<file path="config.mk">
export PLATFORM = sky130hd
export DESIGN_NAME = mem_ctrl
export DESIGN_NICKNAME = d
export VERILOG_FILES = /design/src/hdl/mem_types_pkg.sv /design/src/hdl/mem_req_pkg.sv /design/src/hdl/mem_ctrl.sv
export VERILOG_INCLUDE_DIRS = /design/src /design/src/hdl
export SDC_FILE = /design/constraint.sdc
export NUM_CORES = 1
export LEC_CHECK = 0
export ABC_AREA = 1
export BUFFER_PORTS_ARGS = -buffer_cell sky130_fd_sc_hd__buf_2
export CAP_MARGIN = 25
export CELL_PAD_IN_SITES_DETAIL_PLACEMENT = 0
export CELL_PAD_IN_SITES_GLOBAL_PLACEMENT = 1
export CORE_ASPECT_RATIO = 0.75
export CORE_MARGIN = 10
export CORE_UTILIZATION = 37
export CTS_CLUSTER_SIZE = 12
export DETAILED_ROUTE_END_ITERATION = 8
export PLACE_DENSITY_LB_ADDON = 0.15
export SYNTH_ARGS = -nofsm -noshare
export SYNTH_HDL_FRONTEND = slang
export SYNTH_SLANG_ARGS = --single-unit
</file>
<file path="constraint.sdc">
create_clock -name clk_in -period 3.3 [get_ports clk_in]
set_input_delay 0.66 -clock clk_in [delete_from_list [all_inputs] [get_ports clk_in]]
set_output_delay 0.66 -clock clk_in [all_outputs]
set_load 0.05 [all_outputs]
</file>
<file path="src/hdl/mem_config.svh">
// cache geometry, RAM size, I/O address and bus widths
`ifndef MEM_CONFIG_SVH
`define MEM_CONFIG_SVH

// cache geometry
`define MEM_BLOCK_WIDTH 1      // log2 instructions per block
`define MEM_CACHE_WIDTH 8      // log2 block count

// bus widths
`define MEM_ADDR_WIDTH 32
`define MEM_WORD_WIDTH 32
`define MEM_BYTE_WIDTH 8

// RAM behind the byte bus, 128 KB
`define MEM_RAM_BYTES 131072

// UART data port, mapped where address bits 17 and 16 are both set
`define MEM_IO_ADDR 32'h0003_0000
`define MEM_IO_SEL_HI 17
`define MEM_IO_SEL_LO 16

`endif

</file>
<file path="src/hdl/mem_types_pkg.sv">
// plain vector types for addresses, data and cache fields
`default_nettype none

`include "mem_config.svh"

package mem_types_pkg;

  typedef logic [`MEM_ADDR_WIDTH-1:0] addr_t;
  typedef logic [`MEM_WORD_WIDTH-1:0] word_t;
  typedef logic [`MEM_BYTE_WIDTH-1:0] byte_t;

  // one cache line, instruction 0 in the low word
  typedef logic [`MEM_WORD_WIDTH*(1 << `MEM_BLOCK_WIDTH)-1:0] block_t;

  // address bits above index and block offset
  typedef logic [`MEM_ADDR_WIDTH-`MEM_CACHE_WIDTH-`MEM_BLOCK_WIDTH-1:0] tag_t;

  typedef logic [`MEM_CACHE_WIDTH-1:0] index_t;  // cache line number

endpackage

`default_nettype wire

</file>
<file path="src/hdl/mem_req_pkg.sv">
// request structs, access width and FSM state encodings
`default_nettype none

package mem_req_pkg;

  import mem_types_pkg::*;

  typedef enum logic [1:0] {
    width_byte = 2'd0,
    width_half = 2'd1,
    width_word = 2'd2
  } ls_width_e;

  // load/store request, held by the client until ls_done
  typedef struct packed {
    logic      wr;     // 1 for store
    ls_width_e width;
    addr_t     addr;
    word_t     wdata;
  } ls_req_t;

  typedef struct packed {
    addr_t addr;  // block aligned
  } refill_req_t;

  // last-served flag of the bus arbiter
  typedef enum logic {
    client_ls     = 1'b0,
    client_icache = 1'b1
  } client_e;

  typedef enum logic [1:0] {
    st_idle  = 2'd0,
    st_read  = 2'd1,
    st_write = 2'd2
  } ctrl_state_e;

  typedef enum logic {
    cs_lookup = 1'b0,
    cs_refill = 1'b1
  } cache_state_e;

endpackage

`default_nettype wire

</file>
<file path="src/hdl/mem_ctrl.sv">
// byte bus controller: arbiter between cache refill and load/store,
// beat sequencer, read assembly, store beats and UART back-pressure
`timescale 1ns/1ps
`default_nettype none

`include "mem_config.svh"

module mem_ctrl (
  input  wire                           clk_in,
  input  wire                           rst_in,
  input  wire                           rdy_in,
  input  wire                           refill_en,
  input  wire mem_req_pkg::refill_req_t refill_req,
  output logic                          refill_done,
  output mem_types_pkg::block_t         refill_block,
  input  wire                           ls_en,
  input  wire mem_req_pkg::ls_req_t     ls_req,
  output logic                          ls_done,
  output mem_types_pkg::word_t          ls_rdata,
  input  wire mem_types_pkg::byte_t     mem_din,
  output mem_types_pkg::byte_t          mem_dout,
  output mem_types_pkg::addr_t          mem_a,
  output logic                          mem_wr,
  input  wire                           io_buffer_full
);

  import mem_types_pkg::*;
  import mem_req_pkg::*;

  localparam int blk_w        = $bits(block_t);
  localparam int byte_w       = $bits(byte_t);
  localparam int refill_beats = blk_w / byte_w;
  localparam int cnt_w        = $clog2(refill_beats + 1);

  typedef logic [cnt_w-1:0] cnt_t;

  ctrl_state_e state;
  client_e     last_served;   // also the client currently on the bus
  cnt_t        beat_left;     // addresses still to issue
  cnt_t        recv_left;     // read bytes still to come back
  cnt_t        recv_next;
  cnt_t        width_beats;
  logic        byte_live;     // mem_din carries a requested byte
  logic        read_issue;
  logic        io_stall;
  logic        ls_want;
  logic        ic_want;
  logic        grant_ic;
  logic        grant_ls;
  logic        refill_done_q;
  logic        ls_done_q;
  ls_width_e   rd_width;
  word_t       wr_data;       // store data, low byte goes out next
  block_t      asm_q;         // read assembly, newest byte on top

  always_comb begin
    case (ls_req.width)
      width_byte: width_beats = cnt_t'(1);
      width_half: width_beats = cnt_t'(2);
      default:    width_beats = cnt_t'(4);
    endcase
  end

  // a client in its done cycle still holds its enable
  assign ls_want  = ls_en && !ls_done_q;
  assign ic_want  = refill_en && !refill_done_q;
  assign grant_ic = ic_want && (!ls_want || last_served == client_ls);
  assign grant_ls = ls_want && !grant_ic;

  assign io_stall   = mem_a[`MEM_IO_SEL_HI] && mem_a[`MEM_IO_SEL_LO] && io_buffer_full;
  assign mem_wr     = rdy_in && (state == st_write) && !io_stall;
  assign read_issue = rdy_in && (state == st_read) && (beat_left != '0);
  assign recv_next  = byte_live ? recv_left - cnt_t'(1) : recv_left;
  assign mem_dout   = wr_data[byte_w-1:0];

  assign refill_block = asm_q;
  assign refill_done  = refill_done_q && rdy_in;
  assign ls_done      = ls_done_q && rdy_in;

  // loaded bytes end up in the top of the assembly register
  always_comb begin
    case (rd_width)
      width_byte: ls_rdata = word_t'(asm_q[blk_w-1 -: byte_w]);
      width_half: ls_rdata = word_t'(asm_q[blk_w-1 -: 2*byte_w]);
      default:    ls_rdata = asm_q[blk_w-1 -: $bits(word_t)];
    endcase
  end

  always_ff @(posedge clk_in) begin
    if (rst_in) begin
      state         <= st_idle;
      last_served   <= client_ls;   // cache wins the first tie
      mem_a         <= '0;
      beat_left     <= '0;
      recv_left     <= '0;
      byte_live     <= 1'b0;
      refill_done_q <= 1'b0;
      ls_done_q     <= 1'b0;
    end else begin
      // RAM answers even during a pause, so this side ignores rdy_in
      byte_live <= read_issue;
      if (byte_live) begin
        recv_left <= recv_left - cnt_t'(1);
      end

      if (rdy_in) begin
        refill_done_q <= 1'b0;
        ls_done_q     <= 1'b0;
        case (state)
          st_read: begin
            if (beat_left != '0) begin
              mem_a     <= mem_a + addr_t'(1);
              beat_left <= beat_left - cnt_t'(1);
            end
            if (recv_next == '0) begin   // last byte is in
              state <= st_idle;
              if (last_served == client_icache) begin
                refill_done_q <= 1'b1;
              end else begin
                ls_done_q <= 1'b1;
              end
            end
          end
          st_write: begin
            if (mem_wr) begin
              mem_a     <= mem_a + addr_t'(1);
              beat_left <= beat_left - cnt_t'(1);
              if (beat_left == cnt_t'(1)) begin
                state     <= st_idle;
                ls_done_q <= 1'b1;
              end
            end
          end
          default: begin
            if (grant_ic) begin
              mem_a       <= refill_req.addr;
              beat_left   <= cnt_t'(refill_beats);
              recv_left   <= cnt_t'(refill_beats);
              last_served <= client_icache;
              state       <= st_read;
            end else if (grant_ls) begin
              mem_a       <= ls_req.addr;
              beat_left   <= width_beats;
              recv_left   <= width_beats;
              last_served <= client_ls;
              state       <= ls_req.wr ? st_write : st_read;
            end
          end
        endcase
      end
    end
  end

  // payload, no reset
  always_ff @(posedge clk_in) begin
    if (byte_live) begin
      asm_q <= {mem_din, asm_q[blk_w-1:byte_w]};  // little endian shift in
    end
    if (rdy_in && state == st_idle && grant_ls) begin
      rd_width <= ls_req.width;
      wr_data  <= ls_req.wdata;
    end else if (mem_wr) begin
      wr_data <= wr_data >> byte_w;
    end
  end

endmodule

`default_nettype wire

</file>
======== Word level (Yosys, flattened, before mapping) ========
Cells that the tools add are included.
word-level totals
  memories kept ........................... 0
  input port bits ......................... 113
  memory bits (writable) .................. 0
  bits in latches ......................... 0
  flip-flop bits (word level) ............. 144
  memory bits (read-only) ................. 0
  output and inout port bits .............. 139
  logic and storage cells ................. 93
operators by class
  multiplexer cells ....................... 36
  divide/modulo/power cells ............... 0
  reduce and logical (&&, ||, !) cells .... 32
  bitwise logic cells ..................... 2
  $mul .................................... 0
  magnitude comparators ................... 0
  $add $sub $neg .......................... 3
  shift operators ......................... 0
  equality and inequality tests ........... 9
operators by type and width
  operator                 number
  $mux W32                 6
  $pmux W32 S2             2
  $mux W4                  9
  $add A32 B1 Y32 const B  1
  $logic_and A1 B1 Y1      14
  $mux W2                  6
  $mux W1                  9
  $pmux W4 S2              1
  $reduce_bool A4 Y1       2
  $sub A4 B1 Y4 const B    2
  $eq A2 B1 Y1 const B     3
  $logic_not A2 Y1         3
  $ne A2 B1 Y1 const B     3
  $pmux W3 S2              1
  $logic_not A1 Y1         5
  $reduce_and A5 Y1        1
  $eq A4 B1 Y1 const B     1
  $logic_not A4 Y1         1
  $pmux W2 S2              1
  $reduce_and A4 Y1        1
  $reduce_bool A2 Y1       2
  $reduce_and A3 Y1        1
  $eq A2 B2 Y1 const B     1
  $ne A2 B2 Y1 const B     1
  4 further kinds          5

======== Longest topological paths before layout ========
Gate-level depths: netlist (run 1).
  depth after elaboration ................. 11
  mapped depth ............................ 11
  gate-level depth less buffers ........... 11

======== Least setup slack after synthesis (run 1) ========
Ideal clock, no wire load.
  path kind ............................... flip-flop to flip-flop
  start point ............................. register byte_live
  end point ............................... register state[0]
  setup time .............................. 0.115 ns
  arrival ................................. 2.633 ns
  data required time ...................... 3.185 ns
  path buffers ............................ 0
  cell stages (with the launch flop) ...... 8
  period minus slack after synthesis ...... 2.747 ns
  slack ................................... 0.553 ns
  cell sequence ........................... dfxtp_1 o21ai_0 nand2_1 nor2_1 nand2_1 nand2_1 a21oi_1 nor2_1
on the way
  cells in the longest elaborated chain, start to end .. 4
RTL lines
  element                             line             source
  start, declared                     mem_ctrl.sv:43   logic byte_live;
  start signal, assigned              mem_ctrl.sv:101  byte_live <= read_issue;
  $mux W4                             mem_ctrl.sv:73   assign recv_next = byte_live ? recv_left - cnt_t'(1) : recv_left;
  $logic_not A4 Y1                    mem_ctrl.sv:115  if (recv_next == '0) begin
  $ne A2 B1 Y1 (no source line)       -
  $reduce_and A5 Y1 (no source line)  -
  end signal, assigned                mem_ctrl.sv:91   state <= st_idle;
  end signal, assigned                mem_ctrl.sv:116  state <= st_idle;
  end signal, assigned                mem_ctrl.sv:129  state <= st_idle;
  end, declared                       mem_ctrl.sv:37   ctrl_state_e state;
No other way between the ends.
A chain may end at the register's enable or synchronous reset.

======== Final worst setup path (run 1) ========
  start point ............................. register rd_width[1]
  end point ............................... output ls_rdata[0]
on the way
  cells in the longest elaborated chain, start to end .. 2
  elaborated cells between the ends (all ways) .. 3
  classes of those cells .................. eq/ne: 1; mux: 1; reduce/logical: 1
RTL lines
  element                                                  line             source
  start, declared                                          mem_ctrl.sv:52   ls_width_e rd_width;
  start signal, assigned                                   mem_ctrl.sv:160  rd_width <= ls_req.width;
  $eq A2 B1 Y1 / $logic_not A2 Y1 (equally long branches)  mem_ctrl.sv:82   case (rd_width)
  $pmux W32 S2 *                                           mem_ctrl.sv:82
  end, declared                                            mem_ctrl.sv:19   output mem_types_pkg::word_t ls_rdata,
Mark *: on every way between the ends. The rest lies on a longest branch, timed or not.

==> results.rst, run 1 <==
.. list-table::
   :header-rows: 1

   * - Metric
     - Value
   * - Post-detailed-route count of antenna-violating nets
     - 0
   * - Dpl hpwl
     - 17,800 um
   * - Clock latency of the later-clocked register in the worst-skew pair
     - 0.42 ns
   * - Power spent charging and discharging nets
     - 0.00378 W
   * - Area taken by multi-input logic gates
     - 0.00307 mm^2
   * - Worst-case clock buffer depth
     - 2
   * - Largest family of logic cells by synthesized area
     - simple AND/OR/NAND/NOR gates
   * - Post-synth design cell area
     - 0.00756 mm^2
   * - Starting Density
     - 37.5%
   * - Height of the chip
     - 144 um
   * - Count of warnings emitted by yosys
     - 0
   * - Fraction of layout instances using a drive strength above 1
     - 28.2%
   * - Run status
     - completed
   * - Internal power
     - 0.00442 W
   * - Final hold violation count
     - 0
   * - Clock input transition at the sequential cells of the worst setup and hold paths
     - 0.07 ns
   * - Port buffer count
     - 251
   * - Net count of the mapped netlist
     - 1,051
   * - Maximum number of pins on one net before global-route repair
     - 47
   * - Number of buffers inserted for hold repair after clock tree synthesis
     - 0
   * - Max Transition Viols Final
     - 0
   * - Number of antenna violations at the first check in global routing
     - 2
   * - Maximum clock frequency
     - 0.357 GHz
   * - Final net count
     - 1,284
   * - Die ar.
     - 0.0266 mm^2
   * - Logic depth of the worst register-to-register path
     - 7
   * - Via total after detailed routing
     - 6,756
   * - Cell chosen for the clock root
     - sky130_fd_sc_hd__clkbuf_16
   * - Synth Area in Simple Gates
     - 29.4%
   * - Synth-to-Final Area Change
     - 25.6%
   * - Maximum vdd ir drop
     - 0.000448 V
   * - Setup repair after global routing missed its margin
     - no
   * - Part of the total power dissipated in combinational logic
     - 42.1%
   * - FP Rows
     - 45
   * - Via count of the first global-routing pass
     - 6,383
   * - Critical Path Sink
     - ls_rdata[0]
   * - Internal reg-to-reg setup slack
     - 0.99 ns
   * - CP Capture Type
     - output pin
   * - Clock sink total
     - 144
   * - Pin slew with the least headroom to its limit
     - 0.808 ns
   * - Source of the worst register-to-register timing path
     - state[0]$_SDFFE_PP0P_
   * - Number of vias per cell
     - 4.71
   * - Gate Count Post-Synth
     - 930
   * - Final GP Congestion
     - 0.882
   * - Worst endpoint data arrival time
     - 2.14 ns
   * - Part of the power in registers
     - 33.8%
   * - Final TNS setup
     - 0 ns
   * - Beginning of the critical path
     - rd_width[1]$_DFFE_PP_
   * - Die boundary width
     - 185 um
   * - FF+latch area
     - 0.00386 mm^2
   * - Kind of start point of the critical path
     - flip-flop
   * - Net Sw Frac
     - 46.1%
   * - DRT Pass-1 Iters
     - 4
   * - Headroom to the max-slew limit
     - 46.0%
   * - Post-synth top flop
     - sky130_fd_sc_hd__edfxtp_1
   * - Placed standard-cell area
     - 0.00890 mm^2
   * - DRC Markers
     - 0
   * - Area of all placed cells without fillers
     - 0.00950 mm^2
   * - Compound-cell area share of the yosys netlist
     - 8.97%
   * - Period utilization
     - 84.8%
   * - Total congestion overflow
     - 0
   * - Required time of the worst setup path
     - 2.64 ns
   * - Number of DRC violations after detailed-routing iteration 0
     - 490
   * - Commonest cells after routing, fill and taps aside
     - 276 x sky130_fd_sc_hd__nand2_1, 251 x sky130_fd_sc_hd__buf_2, 136 x sky130_fd_sc_hd__nor2_1
   * - Setup Viol. Count Final
     - 0
   * - Critical register-to-register path endpoint
     - recv_left[0]$_SDFF_PP0_
   * - Share of cell area taken by muxes after synthesis
     - 0%
   * - Core region area
     - 0.0202 mm^2
   * - Part of the power in the clock network
     - 24.1%
   * - Number of gates given a new drive strength after cts
     - 0
   * - Worst Setup Path Type
     - flip-flop to output pin
   * - Global-route wire length before repair
     - 36,800 um
   * - Routed wire length
     - 24,000 um
   * - Count of distinct cell types in the synthesized netlist
     - 40
   * - Largest fanout on the critical path
     - 17
   * - Fillers
     - 2,101
   * - Number of buffers created by CTS
     - 17
   * - Number of enable-type register cells in the synthesized netlist
     - 98
   * - Yosys top cell by area
     - sky130_fd_sc_hd__edfxtp_1
   * - Post-Route Skew
     - 0.0129 ns
   * - Number of synthesized register bits
     - 144
   * - Number of levels in the clock H-tree
     - 4
   * - Combined global-route utilization of all metal layers
     - 17.5%
   * - Synthesized area divided by synthesized cell count
     - 8.13 um^2
   * - Most common cell after layout, fill and taps aside
     - sky130_fd_sc_hd__nand2_1
   * - HP Start
     - mem_din[1]
   * - Cell types with the largest area share after synthesis
     - sky130_fd_sc_hd__edfxtp_1 39%, sky130_fd_sc_hd__nand2_1 14%, sky130_fd_sc_hd__dfxtp_1 12%
   * - Tightest Hold Check Type
     - input port to flip-flop
   * - Drt wl/cell
     - 16.7 um
   * - Post-Synth Adder-Cell Area
     - 1.32%
   * - Synthesized-area fraction occupied by xor and xnor cells
     - 0.926%
   * - Part of the Yosys area used for sequential elements
     - 51.1%
   * - TritonCTS clock tree
     - yes
   * - Min Tclk post-route
     - 2.80 ns
   * - Number of top-level pins
     - 252
   * - Asr flop ratio synth
     - 0%
   * - Post-CTS Repair Setup Buffers
     - 0
   * - Pwr Density
     - 863 mW/mm^2
   * - Share of Yosys cell area claimed by the top area cell type
     - 38.9%
   * - Max-cap violation count
     - 0
   * - Leak pwr
     - 4.36 nW
==> synthesized netlist by cell type (all sizes together), types with 2 or more instances <==
| cell type | instances |
|---|---|
| nand3b | 9 |
| a22oi | 3 |
| nand2 | 285 |
| o21ai | 72 |
| inv | 82 |
| nor2 | 150 |
| o22ai | 2 |
| o211ai | 4 |
| a21oi | 38 |
| a211oi | 3 |
| buf | 30 |
| nand3 | 61 |
| ha | 8 |
| xor2 | 7 |
| or2 | 2 |
| nand4 | 7 |
| clkbuf | 17 |
| dfxtp | 46 |
| edfxtp | 98 |
==> cell families (layout without fill, tap and decap cells) <==
| kind of cell | Yosys count | in the layout |
|---|---|---|
| compound gates | 125 | 125 |
| xor+xnor | 8 | 8 |
| fa+ha+maj | 8 | 8 |
| buf+inv | 129 | 375 |
| flops | 144 | 144 |
| other cells | 0 | 1 |
| simple gates | 516 | 516 |
==> critical path, cell delays in order, from the launching register on <==
cell                       delay, ns
sky130_fd_sc_hd__edfxtp_1       0.62
sky130_fd_sc_hd__nor2_1         0.58
sky130_fd_sc_hd__a22oi_1        0.14
sky130_fd_sc_hd__nand2_1        0.11
sky130_fd_sc_hd__buf_2          0.27
==> worst min path at each step <==
| stage | cells after the start | end |
|---|---|---|
| after floorplan | 2 | state[1]$_SDFFE_PP0P_ |
| after global placement | 0 | refill_block[0]$_DFFE_PP_ |
| after detailed placement | 0 | refill_block[23]$_DFFE_PP_ |
| after CTS | 1 | refill_block[57]$_DFFE_PP_ |
| after global routing | 1 | refill_block[58]$_DFFE_PP_ |
| final | 1 | refill_block[57]$_DFFE_PP_ |
==> sequential cells by signal (all words and copies together), names as in the netlist <==
register and count:
beat_left 4, byte_live 1, last_served 1, ls_done_q 1
mem_a 32, rd_width 2, recv_left 4, refill_block 64
refill_done_q 1, state 2, wr_data 32
==> power groups by stage <==
stage	logic, W	clock network (W)	registers (W)
global route	0.00380	0.00209	0.00284
CTS	0.00350	0.00202	0.00277
detailed placement	0.00350	0	0.00281
global placement	0.00347	0	0.00280
finish	0.00345	0.00198	0.00277
floorplan	0.00195	0	0.00348
==> per-stage QoR <==
stage          hold slack [ns]  total power, W  worst slack (ns)  util (%)  cells
2_1_floorplan            0.477         0.00543             0.553         -    930
3_3_place_gp             0.424         0.00627             0.985      44.1   1402
4_1_cts                  0.391         0.00829             0.528      47.1   1434
6_report                 0.407         0.00820             0.502      47.1   1435
3_5_place_dp             0.429         0.00630             0.952      44.1   1402
5_1_grt                  0.393         0.00872             0.378      47.1   1434
==> metal layers <==
| layer | global-route usage [%] | routed length, um |
|---|---|---|
| met1 | 25.3 | 12000 |
| met4 | 2.82 | 93 |
| met2 | 24.1 | 9710 |
| met3 | 6.81 | 2190 |
| met5 | 0 | 0 |
==> cell type report <==
cell class | count | share of cell area, %
diodes | 1 | 0.0263
clock buffers | 18 | 4.52
clock inverters | 14 | 1.78
inverters | 82 | 3.24
multi-input cells | 657 | 32.3
flip-flops and latches | 144 | 40.7
well taps | 258 | 3.40
repair buffers | 261 | 14.0
Power figures use the tool's default switching activity.
==> inputs of run 2 (changes only) <==
==> constraint.sdc (replaced) <==
create_clock -name clk_in -period 2.62 [get_ports clk_in]
set_input_delay 0.524 -clock clk_in [delete_from_list [all_inputs] [get_ports clk_in]]
set_output_delay 0.524 -clock clk_in [all_outputs]
set_load 0.05 [all_outputs]
==> run 2 against run 1 <==
Net effect:
- utilization is 0.30 points higher
- combinational power is 29% higher
- register-to-register slack worse by 0.33 ns
- global-route usage is 0.43 points higher
- die area stayed put
- non-clock buffer count is 7 higher
- final cell count is 0.42% higher
- sequential cell count stayed put
- first-iteration DRC count is 1.8% lower
- sequential power is 26% higher
- setup slack worse by 0.20 ns
- clock power is 25% higher
==> results.rst, run 2 (synthesized netlist as in run 1, its figures left out) <==
.. list-table::
   :header-rows: 1

   * - Metric
     - Value
   * - Part of the total power dissipated in combinational logic
     - 42.7% (was 42.1%)
   * - Sum of buffers and inverters on the critical path
     - 2 (was 1)
   * - Largest fanout on the critical path
     - 16 (was 17)
   * - CP Capture Type
     - output pin (unchanged)
   * - Number of DRC violations after detailed-routing iteration 0
     - 481 (was 490)
   * - Number of buffers inserted for hold repair after clock tree synthesis
     - 0 (unchanged)
   * - Dpl hpwl
     - 18,000 um (was 17,800 um)
   * - Core region area
     - 0.0202 mm^2 (unchanged)
   * - Number of flip-flops under the largest register name
     - 64 (unchanged)
   * - Die ar.
     - 0.0266 mm^2 (unchanged)
   * - Routed wire length
     - 24,100 um (was 24,000 um)
   * - Part of the power in the clock network
     - 23.8% (was 24.1%)
   * - Family of cells with the greatest summed delay on the critical path
     - buffers and inverters (was simple AND/OR/NAND/NOR gates)
   * - Worst Setup Path Type
     - flip-flop to output pin (unchanged)
   * - Number of levels in the clock H-tree
     - 4 (unchanged)
   * - Clock latency of the later-clocked register in the worst-skew pair
     - 0.43 ns (was 0.42 ns)
   * - Max-cap violation count
     - 0 (unchanged)
   * - Placed standard-cell area
     - 0.00896 mm^2 (was 0.00890 mm^2)
   * - Largest incremental delay on the critical path
     - 0.45 ns (was 0.62 ns)
   * - Via count of the first global-routing pass
     - 6,583 (was 6,383)
   * - Maximum number of pins on one net before global-route repair
     - 65 (was 47)
   * - Setup Viol. Count Final
     - 0 (unchanged)
   * - Drt wl/cell
     - 16.7 um (about the same)
   * - Post-Route M1 WL
     - 12,000 um (about the same)
   * - Final hold slack
     - 0.274 ns (was 0.407 ns)
   * - Number of top-level pins
     - 252 (unchanged)
   * - Total Power Consumption
     - 0.0104 W (was 0.00820 W)
   * - Number of antenna violations at the first check in global routing
     - 3 (was 2)
   * - Clock sink total
     - 144 (unchanged)
   * - Amount of wire on met2 after detailed routing
     - 9710 um (about the same)
   * - Number of buffers created by CTS
     - 17 (unchanged)
   * - Number of vias per cell
     - 4.76 (was 4.71)
   * - Worst hold path depth
     - 1 (unchanged)
   * - Min Tclk post-route
     - 2.32 ns
   * - Kind of start point of the critical path
     - flip-flop (unchanged)
   * - Post-CTS Repair Setup Buffers
     - 0 (unchanged)
   * - TritonCTS clock tree
     - yes (unchanged)
   * - Post-Route Skew
     - 0.0157 ns (was 0.0129 ns)
   * - Headroom to the max-slew limit
     - 45.2% (was 46.0%)
   * - Synth-to-Final Area Change
     - 26.4% (was 25.6%)
   * - Logic depth of the worst register-to-register path
     - 10 (was 7)
   * - Port buffer count
     - 251 (unchanged)
   * - Final TNS setup
     - 0 ns (unchanged)
   * - Period utilization
     - 88.4%
   * - Master of the slowest instance on the critical path
     - sky130_fd_sc_hd__edfxtp_1 (unchanged)
   * - Fillers
     - 2,050 (was 2,101)
   * - Number of gates given a new drive strength after cts
     - 0 (unchanged)
   * - Area of all placed cells without fillers
     - 0.00956 mm^2 (was 0.00950 mm^2)
   * - Setup repair after global routing missed its margin
     - no (unchanged)
   * - Area taken by multi-input logic gates
     - 0.00307 mm^2 (unchanged)
   * - Pwr Density
     - 1090 mW/mm^2 (was 863 mW/mm^2)
   * - Final GP Congestion
     - 0.879 (was 0.882)
   * - Final hold violation count
     - 0 (unchanged)
   * - Commonest cells after routing, fill and taps aside
     - 276 x sky130_fd_sc_hd__nand2_1, 251 x sky130_fd_sc_hd__buf_2, 136 x sky130_fd_sc_hd__nor2_1 (unchanged)
   * - Via total after detailed routing
     - 6,852 (was 6,756)
   * - FP Rows
     - 45 (unchanged)
   * - Tightest Hold Check Type
     - input port to flip-flop (unchanged)
   * - Post-detailed-route count of antenna-violating nets
     - 0 (unchanged)
   * - Total congestion overflow
     - 0 (unchanged)
   * - Met3 WL
     - 2260 um (was 2190 um)
   * - Ant. Diodes
     - 0 (was 1)
   * - Worst path cell trace
     - inv_1 -> nand3_1 -> nand2_1 -> buf_2 (was nor2_1 -> a22oi_1 -> nand2_1 -> buf_2)
   * - Part of the power in registers
     - 33.5% (was 33.8%)
   * - Most common cell after layout, fill and taps aside
     - sky130_fd_sc_hd__nand2_1 (unchanged)
   * - Leak pwr
     - 4.40 nW (was 4.36 nW)
   * - Maximum clock frequency
     - 0.432 GHz
   * - DRT Pass-1 Iters
     - 5 (was 4)
   * - DRC Markers
     - 0 (unchanged)
   * - Cell chosen for the clock root
     - sky130_fd_sc_hd__clkbuf_16 (unchanged)
   * - Die boundary width
     - 185 um (unchanged)
   * - Number of stages on the worst setup path
     - 4 (unchanged)
   * - Required time of the worst setup path
     - 2.10 ns (was 2.64 ns)
   * - Starting Density
     - 37.5% (unchanged)
   * - Power spent charging and discharging nets
     - 0.00478 W (was 0.00378 W)
   * - Global-route wire length before repair
     - 37,400 um (was 36,800 um)
   * - Pin slew with the least headroom to its limit
     - 0.821 ns (was 0.808 ns)
   * - Final critical-path setup slack
     - 0.305 ns (was 0.502 ns)
   * - FF+latch area
     - 0.00386 mm^2 (unchanged)
   * - Clock input transition at the sequential cells of the worst setup and hold paths
     - 0.07 ns (about the same)
   * - Worst endpoint data arrival time
     - 1.79 ns (was 2.14 ns)
   * - Run status
     - completed (unchanged)
   * - Placement-stage worst setup slack
     - 0.545 ns (was 0.952 ns)
   * - Height of the chip
     - 144 um (unchanged)
   * - Fraction of layout instances using a drive strength above 1
     - 28.7% (was 28.2%)
   * - Net Sw Frac
     - 45.9% (was 46.1%)
   * - Top routing layer in use
     - met5 (was met4)
   * - Combined global-route utilization of all metal layers
     - 17.9% (was 17.5%)
   * - Final net count
     - 1,291 (was 1,284)
   * - Maximum vdd ir drop
     - 0.000735 V (was 0.000448 V)
   * - Internal power
     - 0.00563 W (was 0.00442 W)
   * - Max Transition Viols Final
     - 0 (unchanged)
   * - Worst-case clock buffer depth
     - 2 (unchanged)
[run 2: path summary, 6_finish.rpt]
| check | from | to | slack (ns) |
|---|---|---|---|
| setup / recovery | rd_width[1]$_DFFE_PP_ | ls_rdata[11] | 0.30 |
| hold / removal | mem_din[4] | refill_block[60]$_DFFE_PP_ | 0.27 |
| setup reg to reg | state[1]$_SDFFE_PP0P_ | mem_a[2]$_SDFFE_PP0P_ | 0.66 |
| hold reg to reg | refill_block[15]$_DFFE_PP_ | refill_block[7]$_DFFE_PP_ | 0.44 |
[run 2: power by group through the flow]
stage	Clock [W]	Combinational, W	Sequential, W
floorplan	0	0.00246	0.00438
global placement	0	0.00448	0.00352
detailed placement	0	0.00450	0.00353
CTS	0.00255	0.00452	0.00348
global route	0.00265	0.00493	0.00356
finish	0.00248	0.00445	0.00349
[run 2: layout make-up]
class / instances / area share, %
sequential: 144 / 40.4
multi-input combinational: 657 / 32.1
timing repair buffer: 268 / 14.6
clock buffer: 17 / 4.45
tap: 258 / 3.38
inverter: 82 / 3.22
clock inverter: 15 / 1.79
[run 2: metrics by stage]
stage	cells	util [%]
after floorplan	930	-
after global routing	1441	47.4
final	1441	47.4
after CTS	1441	47.4
after global placement	1409	44.5
after detailed placement	1409	44.5
[run 2: metal layers]
metal | global-route usage (%) | vias to the layer above
li1 | - | 3503
met4 | 3.71 | 4
met1 | 26.3 | 3087
met5 | 0 | -
met2 | 24.0 | 246
met3 | 6.84 | 12
==> inputs of run 3 (changes only) <==
--- a/config.mk
+++ b/config.mk
@@ -17,6 +17,7 @@
 export CTS_CLUSTER_SIZE = 12
 export DETAILED_ROUTE_END_ITERATION = 8
 export PLACE_DENSITY_LB_ADDON = 0.15
+export REMOVE_ABC_BUFFERS = 1
 export SYNTH_ARGS = -nofsm -noshare
 export SYNTH_HDL_FRONTEND = slang
 export SYNTH_SLANG_ARGS = --single-unit
==> run 3 against run 2 <==
Net effect:
- count of clock-buffer cells in the layout is the same
- hold slack improved by 0.0014 ns
- combinational power is essentially flat
- non-clock buffer count shrank 4
- sequential power about the same
- sequential cell count did not move
- clock skew is 0.0071 ns lower
- final cell count down 0.14%
- critical path type unchanged
- critical endpoint is now ls_rdata[7]
- largest power group unchanged
==> results.rst, run 3 (synthesized netlist as in run 1, its figures left out) <==
.. list-table::
   :header-rows: 1

   * - Metric
     - Value
   * - Run status
     - completed (unchanged)
   * - Sum of buffers and inverters on the critical path
     - 2 (unchanged)
   * - Clock input transition at the sequential cells of the worst setup and hold paths
     - 0.06 ns (was 0.07 ns)
   * - Worst-case clock buffer depth
     - 2 (unchanged)
   * - Pin slew with the least headroom to its limit
     - 0.820 ns (was 0.821 ns)
   * - Headroom to the max-slew limit
     - 45.3% (was 45.2%)
   * - DRC Markers
     - 0 (unchanged)
   * - Final hold slack
     - 0.275 ns (was 0.274 ns)
   * - Fillers
     - 2,083 (was 2,050)
   * - Critical Path Most Common Cell
     - sky130_fd_sc_hd__nand3_1
   * - Number of levels in the clock H-tree
     - 4 (unchanged)
   * - Max-cap violation count
     - 0 (unchanged)
   * - Dpl hpwl
     - 17,300 um (was 18,000 um)
   * - Post-detailed-route count of antenna-violating nets
     - 0 (unchanged)
   * - FP Rows
     - 45 (unchanged)
   * - Total Power Consumption
     - 0.0103 W (was 0.0104 W)
   * - Total congestion overflow
     - 0 (unchanged)
   * - Via count of the first global-routing pass
     - 6,633 (was 6,583)
   * - Kind of start point of the critical path
     - flip-flop (unchanged)
   * - Worst Setup Path Type
     - flip-flop to output pin (unchanged)
   * - Master of the slowest instance on the critical path
     - sky130_fd_sc_hd__edfxtp_1 (unchanged)
   * - CP Capture Type
     - output pin (unchanged)
   * - DRT Pass-1 Iters
     - 5 (unchanged)
   * - Layout Utilization
     - 47.2% (was 47.4%)
   * - Maximum number of pins on one net before global-route repair
     - 65 (unchanged)
   * - Family of cells with the greatest summed delay on the critical path
     - buffers and inverters (unchanged)
   * - Number of flip-flops under the largest register name
     - 64 (unchanged)
   * - Clock latency of the later-clocked register in the worst-skew pair
     - 0.42 ns (was 0.43 ns)
   * - Setup Viol. Count Final
     - 0 (unchanged)
   * - Most common cell after layout, fill and taps aside
     - sky130_fd_sc_hd__nand2_1 (unchanged)
   * - Final hold violation count
     - 0 (unchanged)
   * - Via total after detailed routing
     - 6,778 (was 6,852)
   * - Die boundary width
     - 185 um (unchanged)
   * - Final GP Congestion
     - 0.849 (was 0.879)
   * - Final net count
     - 1,287 (was 1,291)
   * - Cell chosen for the clock root
     - sky130_fd_sc_hd__clkbuf_16 (unchanged)
   * - Fraction of layout instances using a drive strength above 1
     - 28.4% (was 28.7%)
   * - Number of buffers inserted for hold repair after clock tree synthesis
     - 0 (unchanged)
   * - Die ar.
     - 0.0266 mm^2 (unchanged)
   * - Tightest Hold Check Type
     - input port to flip-flop (unchanged)
   * - Routed wire length
     - 23,500 um (was 24,100 um)
   * - Number of top-level pins
     - 252 (unchanged)
   * - Combined global-route utilization of all metal layers
     - 17.3% (was 17.9%)
   * - Worst endpoint data arrival time
     - 1.81 ns (was 1.79 ns)
   * - Pwr Density
     - 1080 mW/mm^2 (was 1090 mW/mm^2)
   * - Max Transition Viols Final
     - 0 (unchanged)
   * - Clock sink total
     - 144 (unchanged)
   * - Non-filler instance count after layout
     - 1,439 (was 1,441)
   * - Number of DRC violations after detailed-routing iteration 0
     - 495 (was 481)
   * - Port buffer count
     - 251 (unchanged)
   * - Synth-to-Final Area Change
     - 25.9% (was 26.4%)
   * - Min Tclk post-route
     - 2.34 ns (was 2.32 ns)
   * - Starting Density
     - 37.5% (unchanged)
   * - Commonest cells after routing, fill and taps aside
     - 276 x sky130_fd_sc_hd__nand2_1, 251 x sky130_fd_sc_hd__buf_2, 136 x sky130_fd_sc_hd__nor2_1 (unchanged)
   * - TritonCTS clock tree
     - yes (unchanged)
   * - Post-Route Skew
     - 0.00859 ns (was 0.0157 ns)
   * - Core region area
     - 0.0202 mm^2 (unchanged)
   * - Cell count after placement
     - 1,405 (was 1,409)
   * - Number of vias per cell
     - 4.71 (was 4.76)
   * - Period utilization
     - 89.2% (was 88.4%)
   * - Placed standard-cell area
     - 0.00894 mm^2 (was 0.00896 mm^2)
   * - Leak pwr
     - 4.36 nW (was 4.40 nW)
   * - Largest fanout on the critical path
     - 16 (unchanged)
   * - Drt wl/cell
     - 16.3 um (was 16.7 um)
   * - Height of the chip
     - 144 um (unchanged)
   * - Required time of the worst setup path
     - 2.10 ns (about the same)
   * - Number of gates given a new drive strength after cts
     - 0 (unchanged)
   * - Number of antenna violations at the first check in global routing
     - 5 (was 3)
   * - Setup repair after global routing missed its margin
     - no (unchanged)
   * - Maximum clock frequency
     - 0.428 GHz (was 0.432 GHz)
   * - Maximum vdd ir drop
     - 0.000619 V (was 0.000735 V)
   * - Area of all placed cells without fillers
     - 0.00952 mm^2 (was 0.00956 mm^2)
   * - Global-route wire length before repair
     - 36,400 um (was 37,400 um)
   * - Post-CTS Repair Setup Buffers
     - 0 (unchanged)
   * - Largest incremental delay on the critical path
     - 0.43 ns (was 0.45 ns)
   * - Worst path cell trace
     - inv_1 -> nand3_1 -> nand3_1 -> buf_2 (was inv_1 -> nand3_1 -> nand2_1 -> buf_2)
   * - Number of buffers created by CTS
     - 17 (unchanged)
[run 3: worst paths after layout]
kind / from / endpoint / slack [ns] / depth (start not counted)
max: rd_width[1]$_DFFE_PP_ / ls_rdata[7] / 0.28 / 4
min: mem_din[7] / refill_block[63]$_DFFE_PP_ / 0.28 / 1
max reg2reg: state[0]$_SDFFE_PP0P_ / mem_a[9]$_SDFFE_PP0P_ / 0.62 / 8
min reg2reg: refill_block[9]$_DFFE_PP_ / refill_block[1]$_DFFE_PP_ / 0.44 / 0
[run 3: per-stage QoR]
step / setup WS [ns] / setup TNS, ns
2_1_floorplan: -0.127 / -1.86
3_3_place_gp: 0.554 / 0
3_5_place_dp: 0.523 / 0
4_1_cts: 0.290 / 0
5_1_grt: 0.130 / 0
6_report: 0.282 / 0
[run 3: power breakdown]
part           switching, W  internal [W]  leakage, nW
logic               0.00323       0.00118         2.82
registers          0.000476       0.00299         1.27
clock network       0.00106       0.00133        0.269
[run 3: per-layer routing]
layer | track usage [%] | up-vias | wire length [um]
met5 | 0 | - | 38
met4 | 4.74 | 6 | 253
met3 | 5.05 | 29 | 1520
met2 | 26.7 | 182 | 10500
met1 | 23.1 | 3064 | 11200
li1 | - | 3497 | -
[run 3: area by class of cell]
class / count / area, um^2 / share of cell area (%)
diodes: 2 / 5.00 / 0.0526
well taps: 258 / 323 / 3.39
inverters: 82 / 308 / 3.23
multi-input cells: 657 / 3070 / 32.2
repair buffers: 264 / 1380 / 14.5
flip-flops and latches: 144 / 3860 / 40.6
clock buffers: 17 / 425 / 4.47
clock inverters: 15 / 148 / 1.55
